==> src/rtl/hazardPkg.sv <==
package hazardPkg;

    // ----------------------------------------
    // Field widths
    // ----------------------------------------
    localparam int INSTR_W = 32;
    localparam int OP_W    = 6;
    localparam int FUNC_W  = 6;
    localparam int REG_W   = 5;
    localparam int DST_W   = 2;

    // Bit positions inside the instruction word
    localparam int OP_LSB   = 26;
    localparam int RS_LSB   = 21;
    localparam int RT_LSB   = 16;
    localparam int RD_LSB   = 11;
    localparam int FUNC_LSB = 0;

    typedef logic [INSTR_W-1:0] instrT;   // Raw IF/ID word
    typedef logic [OP_W-1:0]    opCodeT;  // Primary opcode
    typedef logic [FUNC_W-1:0]  funcT;    // R-type function field
    typedef logic [REG_W-1:0]   regIdxT;  // Register number
    typedef logic [DST_W-1:0]   regDstT;  // Destination select

    // ----------------------------------------
    // Primary opcodes
    // ----------------------------------------
    localparam opCodeT OP_RTYPE = 6'b000000;  // ALU ops, JR and JALR
    localparam opCodeT OP_J     = 6'b000010;
    localparam opCodeT OP_JAL   = 6'b000011;
    localparam opCodeT OP_BEQ   = 6'b000100;
    localparam opCodeT OP_BNE   = 6'b000101;
    localparam opCodeT OP_ADDI  = 6'b001000;
    localparam opCodeT OP_ADDIU = 6'b001001;
    localparam opCodeT OP_SLTI  = 6'b001010;
    localparam opCodeT OP_SLTIU = 6'b001011;
    localparam opCodeT OP_ANDI  = 6'b001100;
    localparam opCodeT OP_ORI   = 6'b001101;
    localparam opCodeT OP_XORI  = 6'b001110;
    localparam opCodeT OP_LUI   = 6'b001111;
    localparam opCodeT OP_LB    = 6'b100000;  // Loads start here
    localparam opCodeT OP_LH    = 6'b100001;
    localparam opCodeT OP_LW    = 6'b100011;
    localparam opCodeT OP_LBU   = 6'b100100;
    localparam opCodeT OP_LHU   = 6'b100101;
    localparam opCodeT OP_LWU   = 6'b100111;
    localparam opCodeT OP_SB    = 6'b101000;  // Stores
    localparam opCodeT OP_SH    = 6'b101001;
    localparam opCodeT OP_SW    = 6'b101011;
    localparam opCodeT OP_HALT  = 6'b111111;  // Debug stop

    // R-type function codes of interest
    localparam funcT FN_JR   = 6'b001000;
    localparam funcT FN_JALR = 6'b001001;

    // Destination select codes
    localparam regDstT DST_RT   = 2'd0;
    localparam regDstT DST_RD   = 2'd1;
    localparam regDstT DST_LINK = 2'd2;  // Link write to ra

    localparam regIdxT REG_RA = 5'd31;  // Return address register

endpackage

==> src/rtl/instrDecode.sv <==
module instrDecode (
    input  hazardPkg::instrT  instrId,   // Word held in IF/ID
    output hazardPkg::opCodeT opCode,
    output hazardPkg::funcT   func,
    output hazardPkg::regIdxT regRs,
    output hazardPkg::regIdxT regRt,
    output hazardPkg::regIdxT regRd,
    output hazardPkg::regDstT regDst,    // Which field names the target
    output logic              regWrite,  // Instruction writes a register
    output logic              memRead    // Instruction is a load
);

    import hazardPkg::*;

    // ----------------------------------------
    // Field slicing
    // ----------------------------------------
    assign opCode = instrId[OP_LSB +: OP_W];
    assign regRs  = instrId[RS_LSB +: REG_W];
    assign regRt  = instrId[RT_LSB +: REG_W];
    assign regRd  = instrId[RD_LSB +: REG_W];
    assign func   = instrId[FUNC_LSB +: FUNC_W];  // Only meaningful for R-type

    // ----------------------------------------
    // Opcode classification
    // ----------------------------------------
    always_comb begin
        regDst   = DST_RT;  // Default target field
        regWrite = 1'b0;
        memRead  = 1'b0;

        case (opCode)
            OP_RTYPE: begin
                regDst   = DST_RD;
                regWrite = (func != FN_JR);  // JR has no result and JALR links to rd
            end

            OP_JAL: begin
                regDst   = DST_LINK;  // Writes ra
                regWrite = 1'b1;
            end

            // Loads target rt and read memory
            OP_LB, OP_LH, OP_LW, OP_LBU, OP_LHU, OP_LWU: begin
                regWrite = 1'b1;
                memRead  = 1'b1;
            end

            OP_ADDI, OP_ADDIU, OP_SLTI, OP_SLTIU,
            OP_ANDI, OP_ORI, OP_XORI, OP_LUI: begin
                regWrite = 1'b1;  // Immediate result into rt
            end

            // No register result
            OP_SB, OP_SH, OP_SW, OP_BEQ, OP_BNE, OP_J, OP_HALT: begin
                regWrite = 1'b0;
            end

            default: begin
                regWrite = 1'b0;  // Unknown opcode treated as a NOP
            end
        endcase
    end

endmodule

==> src/rtl/stageTracker.sv <==
module stageTracker (
    input  logic              clk,
    input  logic              arstN,
    // Decoded ID instruction
    input  hazardPkg::regIdxT regRt,
    input  hazardPkg::regIdxT regRd,
    input  hazardPkg::regDstT regDst,
    input  logic              regWrite,
    input  logic              memRead,
    input  logic              controlStall,  // Bubble request from hazard unit
    // ID/EX shadow
    output hazardPkg::regIdxT idExRt,
    output hazardPkg::regIdxT idExRd,
    output hazardPkg::regDstT idExRegDst,
    output logic              idExRegWrite,
    output logic              idExMemRead,
    // EX/MEM shadow
    output hazardPkg::regIdxT exMemDst,
    output logic              exMemRegWrite,
    output logic              exMemMemRead,
    // MEM/WB shadow
    output hazardPkg::regIdxT memWbDst
);

    import hazardPkg::*;

    regIdxT idExDst;  // Resolved target of the ID/EX entry

    // ----------------------------------------
    // Destination resolution
    // ----------------------------------------
    always_comb begin
        case (idExRegDst)
            DST_RT:   idExDst = idExRt;
            DST_RD:   idExDst = idExRd;
            DST_LINK: idExDst = REG_RA;  // JAL writes ra
            default:  idExDst = idExRt;
        endcase
    end

    // ----------------------------------------
    // Pipeline shadow registers
    // ----------------------------------------
    always_ff @(posedge clk or negedge arstN) begin
        if (!arstN) begin
            idExRt        <= '0;
            idExRd        <= '0;
            idExRegDst    <= DST_RT;
            idExRegWrite  <= 1'b0;
            idExMemRead   <= 1'b0;
            exMemDst      <= '0;
            exMemRegWrite <= 1'b0;
            exMemMemRead  <= 1'b0;
            memWbDst      <= '0;
        end else begin
            // Register fields follow ID and the flags decide whether the entry counts
            idExRt     <= regRt;
            idExRd     <= regRd;
            idExRegDst <= regDst;
            if (controlStall) begin
                idExRegWrite <= 1'b0;  // Bubble
                idExMemRead  <= 1'b0;
            end else begin
                idExRegWrite <= regWrite;
                idExMemRead  <= memRead;
            end

            exMemDst      <= idExDst;  // One register number from here on
            exMemRegWrite <= idExRegWrite;
            exMemMemRead  <= idExMemRead;

            memWbDst <= exMemDst;
        end
    end

endmodule

==> src/rtl/hazardUnit.sv <==
module hazardUnit (
    input  logic              arstN,
    // ID instruction
    input  hazardPkg::opCodeT opCode,
    input  hazardPkg::funcT   func,
    input  hazardPkg::regIdxT regRs,
    input  hazardPkg::regIdxT regRt,
    // Instruction in EX
    input  hazardPkg::regIdxT idExRt,
    input  hazardPkg::regIdxT idExRd,
    input  hazardPkg::regDstT idExRegDst,
    input  logic              idExRegWrite,
    input  logic              idExMemRead,
    // Instruction in MEM
    input  hazardPkg::regIdxT exMemDst,
    input  logic              exMemRegWrite,
    input  logic              exMemMemRead,
    // Instruction in WB
    input  hazardPkg::regIdxT memWbDst,
    output logic              pcWrite,
    output logic              ifIdWrite,
    output logic              controlStall,         // Bubble into ID/EX
    output logic              branchFlush,          // Kill the fetched word
    output logic              hazardCompareBranch,  // Early compare allowed in ID
    output logic              halt
);

    import hazardPkg::*;

    logic isBranch;
    logic isJr;
    logic isJalr;
    logic isJump;
    logic idExMatch;    // EX writer targets rs or rt
    logic exMemMatch;   // MEM target equals rs or rt
    logic memWbClear;   // WB target touches neither source
    logic linkPending;  // ra still being written ahead of JR
    logic rsPending;    // rs still being written ahead of JR or JALR

    // ----------------------------------------
    // Instruction class and operand matches
    // ----------------------------------------
    assign isBranch = (opCode == OP_BEQ) || (opCode == OP_BNE);
    assign isJr     = (opCode == OP_RTYPE) && (func == FN_JR);
    assign isJalr   = (opCode == OP_RTYPE) && (func == FN_JALR);
    assign isJump   = (opCode == OP_J) || (opCode == OP_JAL) || isJr || isJalr;

    // Select code picks which ID/EX field is compared
    assign idExMatch =
        ((idExRegDst == DST_RT) && ((idExRt == regRs) || (idExRt == regRt))) ||
        ((idExRegDst == DST_RD) && ((idExRd == regRs) || (idExRd == regRt)));

    assign exMemMatch = (exMemDst == regRs) || (exMemDst == regRt);
    assign memWbClear = (memWbDst != regRs) && (memWbDst != regRt);

    assign linkPending = (idExRegWrite && (idExRegDst == DST_LINK)) ||
                         (exMemRegWrite && (exMemDst == REG_RA));

    // Either EX field counts here without looking at the select
    assign rsPending = (idExRegWrite && ((idExRt == regRs) || (idExRd == regRs))) ||
                       (exMemRegWrite && (exMemDst == regRs));

    // ----------------------------------------
    // Priority chain
    // ----------------------------------------
    always_comb begin
        // Free-run pattern doubles as the reset pattern
        pcWrite             = 1'b1;
        ifIdWrite           = 1'b1;
        controlStall        = 1'b0;
        branchFlush         = 1'b0;
        hazardCompareBranch = 1'b0;

        if (arstN) begin
            if (isBranch && idExRegWrite && idExMatch) begin
                // Branch operand produced in EX
                pcWrite             = 1'b0;
                ifIdWrite           = 1'b0;
                controlStall        = 1'b1;
                hazardCompareBranch = memWbClear && !exMemMemRead;
            end else if (isBranch && exMemMemRead && exMemMatch) begin
                pcWrite      = 1'b0;  // Load data not back yet
                ifIdWrite    = 1'b0;
                controlStall = 1'b1;
            end else if (isBranch) begin
                hazardCompareBranch = !exMemMemRead;  // Operands ready
            end else if (idExMemRead && idExMatch) begin
                // Load-use
                pcWrite      = 1'b0;
                ifIdWrite    = 1'b0;
                controlStall = 1'b1;
            end else if (isJr && linkPending) begin
                pcWrite      = 1'b0;  // JAL still in flight
                ifIdWrite    = 1'b0;
                controlStall = 1'b1;
                branchFlush  = 1'b1;
            end else if ((isJr || isJalr) && rsPending) begin
                pcWrite      = 1'b0;
                ifIdWrite    = 1'b0;
                controlStall = 1'b1;
            end else if (isJump) begin
                ifIdWrite   = 1'b0;  // Redirect and drop the fetched word
                branchFlush = 1'b1;
            end
        end
    end

    assign halt = (opCode == OP_HALT);

endmodule

==> src/rtl/hazardTop.sv <==
module hazardTop (
    input  logic             clk,
    input  logic             arstN,
    input  hazardPkg::instrT instrId,  // From the fetch side
    output logic             pcWrite,
    output logic             ifIdWrite,
    output logic             controlStall,
    output logic             branchFlush,
    output logic             hazardCompareBranch,
    output logic             halt
);

    import hazardPkg::*;

    // Decoded ID fields
    opCodeT opCode;
    funcT   func;
    regIdxT regRs;
    regIdxT regRt;
    regIdxT regRd;
    regDstT regDst;
    logic   regWrite;
    logic   memRead;

    // Tracker state
    regIdxT idExRt;
    regIdxT idExRd;
    regDstT idExRegDst;
    logic   idExRegWrite;
    logic   idExMemRead;
    regIdxT exMemDst;
    logic   exMemRegWrite;
    logic   exMemMemRead;
    regIdxT memWbDst;

    // ----------------------------------------
    // Decode, track, decide
    // ----------------------------------------
    instrDecode iDecode (
        .instrId  (instrId),
        .opCode   (opCode),
        .func     (func),
        .regRs    (regRs),
        .regRt    (regRt),
        .regRd    (regRd),
        .regDst   (regDst),
        .regWrite (regWrite),
        .memRead  (memRead)
    );

    stageTracker iTracker (
        .clk           (clk),
        .arstN         (arstN),
        .regRt         (regRt),
        .regRd         (regRd),
        .regDst        (regDst),
        .regWrite      (regWrite),
        .memRead       (memRead),
        .controlStall  (controlStall),  // Stall feeds back as a bubble
        .idExRt        (idExRt),
        .idExRd        (idExRd),
        .idExRegDst    (idExRegDst),
        .idExRegWrite  (idExRegWrite),
        .idExMemRead   (idExMemRead),
        .exMemDst      (exMemDst),
        .exMemRegWrite (exMemRegWrite),
        .exMemMemRead  (exMemMemRead),
        .memWbDst      (memWbDst)
    );

    hazardUnit iHazard (
        .arstN               (arstN),
        .opCode              (opCode),
        .func                (func),
        .regRs               (regRs),
        .regRt               (regRt),
        .idExRt              (idExRt),
        .idExRd              (idExRd),
        .idExRegDst          (idExRegDst),
        .idExRegWrite        (idExRegWrite),
        .idExMemRead         (idExMemRead),
        .exMemDst            (exMemDst),
        .exMemRegWrite       (exMemRegWrite),
        .exMemMemRead        (exMemMemRead),
        .memWbDst            (memWbDst),
        .pcWrite             (pcWrite),
        .ifIdWrite           (ifIdWrite),
        .controlStall        (controlStall),
        .branchFlush         (branchFlush),
        .hazardCompareBranch (hazardCompareBranch),
        .halt                (halt)
    );

endmodule

==> config.mk <==
export PLATFORM = sky130hd
export DESIGN_NAME = hazardTop
export DESIGN_NICKNAME = d
export VERILOG_FILES = /design/src/rtl/hazardPkg.sv /design/src/rtl/instrDecode.sv /design/src/rtl/stageTracker.sv /design/src/rtl/hazardUnit.sv /design/src/rtl/hazardTop.sv
export SDC_FILE = /design/constraint.sdc
export NUM_CORES = 1
export LEC_CHECK = 0
export ABC_AREA = 1
export BUFFER_PORTS_ARGS = -buffer_cell sky130_fd_sc_hd__buf_2
export CORE_MARGIN = 3
export CORE_UTILIZATION = 45
export CTS_CLUSTER_DIAMETER = 150
export DETAILED_ROUTE_END_ITERATION = 10
export HOLD_SLACK_MARGIN = 0.02
export PLACE_DENSITY = 0.81
export SLEW_MARGIN = 5
export SYNTH_ARGS = -nofsm -noshare
export SYNTH_HDL_FRONTEND = slang
export SYNTH_SLANG_ARGS = --single-unit
==> constraint.sdc <==
create_clock -name clk -period 2.1 [get_ports clk]
set_input_delay 0.525 -clock clk [delete_from_list [all_inputs] [get_ports clk]]
set_output_delay 0.525 -clock clk [all_outputs]
set_load 0.01 [all_outputs]
==> impl_metrics.ini, run 1 <==
[detailed_routing]
routed_wl_um = 3940
vias = 1647
ant_nets = 0
wl_per_cell_um = 11.4
drt_first_pass_iters = 4
routed_via_density = 4.77
drc = 0
dr.first_iter.drc_count = 118

[worst_setup_path]
crit_path_end_kind = output port
arrival_ns = 1.79
rrSetupSlack_ns = 0.52
startpoint_type = flip-flop
cp_max_fo = 3
worstSetupPathType = flip-flop to output port
crit_required_ns = 1.57

[timing]
setup_viol = 5
hold_viol_final = 0
grt_setup_unrepaired = yes
relSlewSlack_pct = 74.6
fin_crit_ns = 2.31
drv_slew = 0
final.setup.worst_slack_ns = -0.214
clock-skew-final_ns = 0.00300
timing.hold.ws_ns = 0.0468
finalCritPeriodShare_pct = 110
max_freq_mhz = 432
tightest_slew_ns = 0.380
setup_tns_ns = -0.776

[floorplan]
die_x_um = 67.3
fp-row-count = 21
core_area_um2 = 3470
ios = 40
initial_core_util_pct = 48.7
die_h_um = 67.3
die_area_um2 = 4520

[clock_network]
cts_buffers = 3
htree_levels = 1
tritoncts = done
clkSlewWorstSetupHoldPaths_ns = 0.09
cts-root-buf = clkbuf_8
cts_buffer_depth = 2
clock_sinks = 26
clock_latency_ns = 0.28

[run_status]
status = finished, violations left
violations = setup timing

[final_layout]
layout.nets = 337
utilization_pct = 62.3
n_antenna_cell = 0
final_cells = 345
syn_to_final_growth_pct = 27.9
stdcell_area_um2 = 2160
nFillCells = 318
final_layout_size_suffix_gt1_share_pct = 27.1

[global_route]
gr-usage-all-layers_pct = 19.9
antenna_found_initial = 0
grt_use_met2_pct = 32.4
grt_overflow = 0
met3_usage_pct = 3.00
grt_max_degree = 26
grt_pass1_wl_um = 6830
gr-max-usage-layer = met2
grt_pass1_vias = 1593
use_met1_pct = 26.1

[power_and_ir_drop]
ir_drop_v = 0.000493
power_density_nw_per_um2 = 560
power_mw = 1.21
p_leak_nw = 1.20

[placed_design]
place_congestion = 0.870
pre_cts_ws_ns = -0.210
hpwl_um = 3160
dpl_cell_area_um2 = 2040
port_buffers = 34
dp.cells = 340

[synth]
avgSynthCellArea_um2 = 6.89
seq_area_frac_synth_pct = 38.5
synthesis.nets = 282
ys_warn_count = 0
yosysUniqueCellTypes = 23
synth-seq-cells = 26
netlist_area_um2 = 1690
synthCells = 245

[job]
cap_violations = 0

[hold_path]
hold_class = primary input to asynchronous set/reset pin
routing by layer:
layer,wire length (um),vias to the layer above
met5,0,-
met4,96,0
met3,215,9
met2,1900,44
met1,1730,733
li1,-,861
registers in the layout, indices dropped and copies added, names as in the netlist:
name and cells:
iTracker.memWbDst 5, iTracker.idExRd 5, iTracker.exMemDst 5, iTracker.idExMemRead 1
iTracker.idExRegWrite 1, iTracker.exMemMemRead 1, iTracker.idExRegDst 2, iTracker.exMemRegWrite 1
iTracker.idExRt 5
area by class of cell:
class | instances | area (um^2) | area share, %
multi-input combinational | 177 | 915 | 42.4
inverter | 39 | 146 | 6.78
sequential | 26 | 651 | 30.1
timing repair buffer | 53 | 319 | 14.8
clock inverter | 1 | 30.0 | 1.39
tap | 46 | 57.6 | 2.67
clock buffer | 3 | 41.3 | 1.91
synthesized netlist by cell type:
master     n  share of area, %
a21oi_1    7               2.1
a22oi_1    4               1.8
a31o_2     1              0.52
clkbuf_2   3              0.89
dfrtp_1   26                39
ha_1       3               2.2
inv_1     36               8.0
inv_2      3              0.67
nand2_1   86                19
nand2_2    3               1.1
nand3_1    9               2.7
nand3_2    1              0.59
nand4_1    6               2.2
nor2_1    26               5.8
nor3_1     4               1.2
nor3b_1    2              0.89
nor4_1     1              0.37
o21ai_0    3              0.89
o31ai_1    1              0.44
o41ai_1    1              0.52
or2_2      2              0.74
xnor2_1   10               5.2
xor2_1     7               3.6
repair_timing:
action                                  in CTS  in global routing
hold buffers                                 0                  0
hold endpoints to repair                     0                  0
buffers inserted                             0                  1
resized for setup                           10                  6
endpoints found under the setup margin       5                  5
pin swaps                                    6                  2
logic make-up (layout without fill, tap and decap cells):
logic type | count (synthesis) | in the layout | synth area share, %
buffers and inverters | 42 | 96 | 9.56
AND/OR/NAND/NOR | 140 | 140 | 34.7
XOR/XNOR | 17 | 17 | 8.81
flip-flops | 26 | 26 | 38.5
adder cells (fa/ha/maj) | 3 | 3 | 2.22
AO/OA/AOI/OAI | 17 | 17 | 6.22
worst max-delay path, cell delays in order (launching register included):
cell and delay (ns):
dfrtp_1 0.40, buf_4 0.14, nand2_1 0.07, nand2_1 0.05
nor2_1 0.10, nand3_1 0.09, nand2_1 0.07, nand2_1 0.06
nand2_2 0.08, nand2_2 0.06, nand2_2 0.06, nand3_2 0.07
o21ai_1 0.09, inv_1 0.04, buf_2 0.13
placed cells by master, fill, tap and decap left out, types with 2 or more instances in the layout:
cell      instances
a21oi_1           5
a21oi_2           2
a22oi_1           4
buf_2            33
buf_4            19
clkbuf_8          3
dfrtp_1          26
ha_1              3
inv_1            33
inv_2             6
nand2_1          84
nand2_2           5
nand3_1           7
nand3_2           3
nand4_1           6
nor2_1           22
nor2_2            4
nor3_1            4
o21ai_0           2
or2_2             2
xnor2_1          10
xor2_1            7
worst paths after layout:
check,end,start,depth (start not counted)
setup / recovery,ifIdWrite,iTracker.idExRd[3],14
hold / removal,iTracker.idExMemRead,arstN,1
setup reg to reg,iTracker.idExRegWrite,iTracker.idExRd[3],14
hold reg to reg,iTracker.exMemMemRead,iTracker.idExMemRead,0
max in group asynchronous,iTracker.memWbDst[3],arstN,2
min in group clk,iTracker.idExRd[0],instrId[11],1
power breakdown:
| group | switching (mW) | internal, mW |
|---|---|---|
| logic | 0.129 | 0.101 |
| clock network | 0.167 | 0.255 |
| registers | 0.0289 | 0.528 |
| total | 0.325 | 0.884 |
Note: power is estimated with default switching activity, not from simulation.
==> run 2, diff against run 1 <==
CELL_PAD_IN_SITES_DETAIL_PLACEMENT = 2   (was not set)
CELL_PAD_IN_SITES_GLOBAL_PLACEMENT = 2   (was not set)
CORE_UTILIZATION = 29   (was 45)
PLACE_DENSITY = 0.91   (was 0.81)
SLEW_MARGIN = 15   (was 5)
SYNTH_HIERARCHICAL = 1   (was not set)
==> impl_metrics.ini, run 2 <==
[run_status]
status = finished, violations left
violations = setup timing

[hold_path]
hold_class = primary input to flip-flop
hold_end = iTracker/idExRd[2]
holdCritStartpoint = instrId[13]
whs_path_depth = 1

[final_layout]
n_antenna_cell = 0
stdcell_area_um2 = 2390
layout_common_cells = nand2_1, inv_1, nor2_1, buf_2, buf_4
utilization_pct = 38.7
final_layout_size_suffix_gt1_share_pct = 33.2
layout.nets = 365
syn_to_final_growth_pct = 24.5
final_common_cell = nand2_1

[synth]
yosysMostFrequentCell = nand2_1
synth-edff-count = 0
synth_area_leader_cell = dfrtp_1
synthCells = 287
ys_warn_count = 6
avgSynthCellArea_um2 = 6.68
synth-seq-cells = 26
synth.top_cells.by_area = dfrtp_1, nand2_1, buf_4, inv_1, nor2_1
netlist_area_um2 = 1920
synthTopCellsByCount = nand2_1, inv_1, nor2_1
synthArstFlopShare_pct = 100
seq_area_frac_synth_pct = 33.9
yosysUniqueCellTypes = 22
synthFlopType = dfrtp_1
synth_top_area_share_pct = 33.9
synthesis.nets = 323

[clock_network]
clock_latency_ns = 0.28
htree_levels = 1
cts_buffers = 3
cts_buffer_depth = 2
clock_sinks = 26
tritoncts = done
cts-root-buf = clkbuf_8
clkSlewWorstSetupHoldPaths_ns = 0.10
holdBufCountCts = 0

[placed_design]
hpwl_um = 5560
dpl_cell_area_um2 = 2190
pre_cts_ws_ns = -0.360
place_congestion = 0.850
port_buffers = 34

[timing]
drv_slew = 0
clock-skew-final_ns = 0.00703
grt_setup_unrepaired = yes
max_freq_mhz = 416
tightest_slew_ns = 0.370
setup_viol = 5
fin_crit_ns = 2.41
timing.hold.ws_ns = 0.343
final.setup.worst_slack_ns = -0.306
relSlewSlack_pct = 75.4
hold_viol_final = 0
finalCritPeriodShare_pct = 115
setup_tns_ns = -1.39

[power_and_ir_drop]
intPower_mw = 0.818
p_leak_nw = 1.32
power_frac_seq_pct = 46.9
ir_drop_v = 0.000280
share_comb_of_total_power_pct = 24.7
swShare_pct = 31.9
power.share.clock_pct = 28.4
power_density_nw_per_um2 = 504
net-switching-power_mw = 0.384

[floorplan]
initial_core_util_pct = 31.1
ios = 40
core_area_um2 = 6170
die_h_um = 87.3
fp-row-count = 28
die_x_um = 87.3
die_area_um2 = 7620

[detailed_routing]
routed_via_density = 4.91
routed_wl_um = 7590
wl_per_cell_um = 18.8
ant_nets = 0
dr.first_iter.drc_count = 99
drc = 0
drt_first_pass_iters = 4
vias = 1978

[worst_setup_path]
path_cells = nand2_1, nand2_2, nor2_2, nand3_2, nand2_2, nand2_2, nand2_4, nand2_4, nand3_2, nand2_2, nand2_4, inv_2, buf_6
r2r_start = iTracker/idExRd[2]
crit_path_max_incr_delay_ns = 0.44
worstSetupPathType = flip-flop to output port
cp_max_fo = 4
crit_required_ns = 1.57
arrival_ns = 1.88
crit_slowest_cell = dfrtp_1
crit_family = simple AND/OR/NAND/NOR gates
r2r-end = iTracker/idExRegWrite
crit_buf_inv = 2
worst_path_most_repeated_cell = nand2_2
rrSetupSlack_ns = 0.25
startpoint_type = flip-flop
r2r_cells = 15
crit_path_end_kind = output port

[global_route]
met3_usage_pct = 3.22
grt_max_degree = 27
grt_pass1_wl_um = 12500
antenna_found_initial = 0
gr-usage-all-layers_pct = 21.3
grt_use_met2_pct = 39.0
use_met1_pct = 25.7
gr-max-usage-layer = met2
grt_pass1_vias = 2381
grt_overflow = 0

[job]
cap_violations = 0
run 2: how the worst max path moves through the flow:
stage                       startpoint  cells after the start  slack [ns]  endpoint
finish              iTracker/idExRt[3]                     13       -0.31   pcWrite
global route        iTracker/idExRd[2]                     14       -0.46   pcWrite
CTS                 iTracker/idExRd[2]                     14       -0.27   pcWrite
detailed placement         instrId[18]                     15       -0.36   pcWrite
global placement           instrId[22]                     15       -0.22   pcWrite
floorplan                  instrId[25]                     14       0.003   pcWrite
run 2: metrics by stage:
| stage | power [mW] | cells |
|---|---|---|
| 6_report | 1.20 | 403 |
| 5_1_grt | 1.27 | 403 |
| 4_1_cts | 1.20 | 402 |
| 3_5_place_dp | 0.833 | 394 |
| 3_3_place_gp | 0.806 | 394 |
| 2_1_floorplan | 0.729 | 287 |
run 2: cell type report:
cell class	count	area, um^2
clock buffer	4	55.1
fill	761	3780
inverter	42	158
multi-input combinational	191	1000
sequential	26	651
tap	75	93.8
timing repair buffer	65	424
run 2: power by group through the flow:
stage / Sequential, mW / Combinational (mW) / Clock (mW)
after CTS: 0.562 / 0.286 / 0.355
after floorplan: 0.559 / 0.170 / 0
after global routing: 0.568 / 0.330 / 0.371
after detailed placement: 0.570 / 0.263 / 0
final: 0.563 / 0.297 / 0.342
after global placement: 0.564 / 0.241 / 0
run 2: kinds of logic (layout without fill, tap and decap cells):
| logic type | after synthesis | count (layout) | share of synthesized area (%) |
|---|---|---|---|
| simple gates | 154 | 154 | 33.1 |
| fa+ha+maj | 2 | 2 | 1.31 |
| flops | 26 | 26 | 33.9 |
| buf+inv | 70 | 111 | 19.1 |
| xor+xnor | 16 | 16 | 7.31 |
| compound gates | 19 | 19 | 5.29 |
run 2: repair_timing:
action | in CTS | in global routing
setup endpoints to repair | 5 | 5
buffers inserted | 4 | 1
resized for setup | 27 | 10
pin swaps | 15 | 10
run 2: layer usage:
layer | vias up | part of all wire [%]
met5 | - | 0
met4 | 0 | 2.7
met3 | 15 | 3.3
met2 | 45 | 52
met1 | 984 | 42
li1 | 934 | -
==> run 3, diff against run 2 <==
ABC_AREA = 0   (was 1)
CORE_UTILIZATION = 32   (was 29)
PLACE_DENSITY = 0.9   (was 0.91)
clock period = 2.25 ns   (was 2.1 ns; I/O delays follow)
==> impl_metrics.ini, run 3 <==
[floorplan]
die_area_um2 = 6390
die_x_um = 79.9
die_h_um = 79.9
core_area_um2 = 5200
initial_core_util_pct = 33.6
ios = 40
fp-row-count = 26

[timing]
grt_setup_unrepaired = yes
relSlewSlack_pct = 70.4
setup_viol = 5
max_freq_mhz = 344
finalCritPeriodShare_pct = 129
drv_slew = 0
clock-skew-final_ns = 0.00346
tightest_slew_ns = 0.440
final.setup.worst_slack_ns = -0.657
hold_viol_final = 0
fin_crit_ns = 2.91

[clock_network]
clock_latency_ns = 0.27
cts_buffers = 3
tritoncts = done
clkSlewWorstSetupHoldPaths_ns = 0.10
holdBufCountCts = 0
cts_buffer_depth = 2
htree_levels = 1
cts-root-buf = clkbuf_8
clock_sinks = 26

[worst_setup_path]
worstSetupPathType = primary input to output port
crit_required_ns = 1.69
r2r_cells = 8
crit_path_end_kind = output port
arrival_ns = 2.34
cp_max_fo = 4
rrSetupSlack_ns = 0.13
startpoint_type = primary input

[power_and_ir_drop]
p_leak_nw = 1.04
ir_drop_v = 0.000270
power_density_nw_per_um2 = 492

[final_layout]
final_common_cell = buf_4
layout_common_cells = buf_4, buf_2, xor2_1
final_cells = 311
n_antenna_cell = 0
syn_to_final_growth_pct = 31.4
layout.nets = 278
final_layout_size_suffix_gt1_share_pct = 45.2

[detailed_routing]
drt_first_pass_iters = 4
routed_via_density = 5.10
vias = 1585
dr.first_iter.drc_count = 49
drc = 0
ant_nets = 0
wl_per_cell_um = 22.6
routed_wl_um = 7040

[synth]
synth-edff-count = 0
synth-seq-cells = 26
synthesis.nets = 221
synthArstFlopShare_pct = 100
ys_warn_count = 6
seq_area_frac_synth_pct = 37.2
synthFlopType = dfrtp_1
synth_top_area_share_pct = 37.2
yosysMostFrequentCell = xor2_1
avgSynthCellArea_um2 = 9.46
yosysUniqueCellTypes = 37
synth.top_cells.by_area = dfrtp_1, xor2_1, buf_4, xnor2_1, nand2_1
netlist_area_um2 = 1750
synthCells = 185
synthTopCellsByCount = xor2_1, buf_4, dfrtp_1
synth_area_leader_cell = dfrtp_1

[placed_design]
place_congestion = 0.808
pre_cts_ws_ns = -0.628
port_buffers = 34
dp.cells = 301
hpwl_um = 5010

[job]
cap_violations = 0

[run_status]
status = finished, violations left
violations = setup timing

[global_route]
gr-usage-all-layers_pct = 22.5
grt_max_degree = 24
grt_overflow = 0
antenna_found_initial = 0
grt_pass1_wl_um = 10600
grt_pass1_vias = 1827

[hold_path]
hold_class = primary input to asynchronous set/reset pin
[run 3: cell types whose count changed in the layout (fill, tap and decap cells not counted), sizes merged, moves of 3 or more]
cell / delta
nand4: -4
nand2: -75
inv: -36
buf: +14
nand3: -5
nor3: +5
xor2: +22
nor2b: +8
nor4: +3
a21oi: -4
nor2: -29
[run 3: routing by layer]
layer | part of all wire [%] | GRT usage, %
met1 | 41 | 27.4
met2 | 53 | 40.6
met3 | 2.6 | 3.39
met4 | 3.4 | 6.25
met5 | 0 | 0
[run 3: critical path, stage by stage]
cell and delay [ns]:
buf_2 0.14, buf_4 0.15, xor2_1 0.15, nor2_1 0.20, a21oi_1 0.14, a221o_1 0.40
o21ai_2 0.22, buf_4 0.16, o21ai_2 0.06, buf_2 0.15
[run 3: final timing paths]
path,start,to
min reg2reg,iTracker/idExMemRead,iTracker/exMemMemRead
max,instrId[22],ifIdWrite
max in group asynchronous,arstN,iTracker/idExRd[3]
max reg2reg,iTracker/idExRt[4],iTracker/idExRegWrite
min in group clk,instrId[14],iTracker/idExRd[3]
min,arstN,iTracker/exMemMemRead
[run 3: logic make-up (layout without fill, tap and decap cells)]
group / Yosys count / in the layout / share of synthesized area [%]
simple gates: 62 / 62 / 18.9
xor+xnor: 40 / 40 / 20.0
buf+inv: 33 / 89 / 12.9
flops: 26 / 26 / 37.2
compound gates: 22 / 22 / 9.59
fa+ha+maj: 2 / 2 / 1.43
[run 3: cell type report]
| cell class | instances | area (um^2) |
|---|---|---|
| Inverter | 6 | 22.5 |
| Sequential cell | 26 | 653 |
| Fill cell | 590 | 2910 |
| Multi-Input combinational cell | 126 | 965 |
| Timing Repair Buffer | 79 | 515 |
| Tap cell | 70 | 87.6 |
| Clock buffer | 4 | 55.1 |
[run 3: power breakdown]
group	switching, mW	internal (mW)	total (mW)
Clock	0.154	0.157	0.311
Combinational	0.151	0.139	0.290
Sequential	0.0361	0.493	0.529
Total	0.342	0.788	1.13
[run 3: what timing repair did]
action,CTS,global route
setup endpoints to repair,5,7
pin swaps,3,4
gates resized for setup,13,7
buffers inserted,3,3
[run 3: stage by stage]
| step | cell area (um^2) | util (%) | TNS, ns | hold slack [ns] | power [mW] |
|---|---|---|---|---|---|
| 2_1_floorplan | 1760 | - | -0.637 | 0.267 | 0.671 |
| 3_3_place_gp | 2100 | 40.3 | -2.17 | 0.374 | 0.758 |
| 3_5_place_dp | 2100 | 40.3 | -3.15 | 0.397 | 0.782 |
| 4_1_cts | 2240 | 43.0 | -2.64 | 0.0996 | 1.13 |
| 5_1_grt | 2300 | 44.2 | -3.31 | 0.102 | 1.19 |
| 6_report | 2300 | 44.2 | -3.05 | 0.107 | 1.13 |
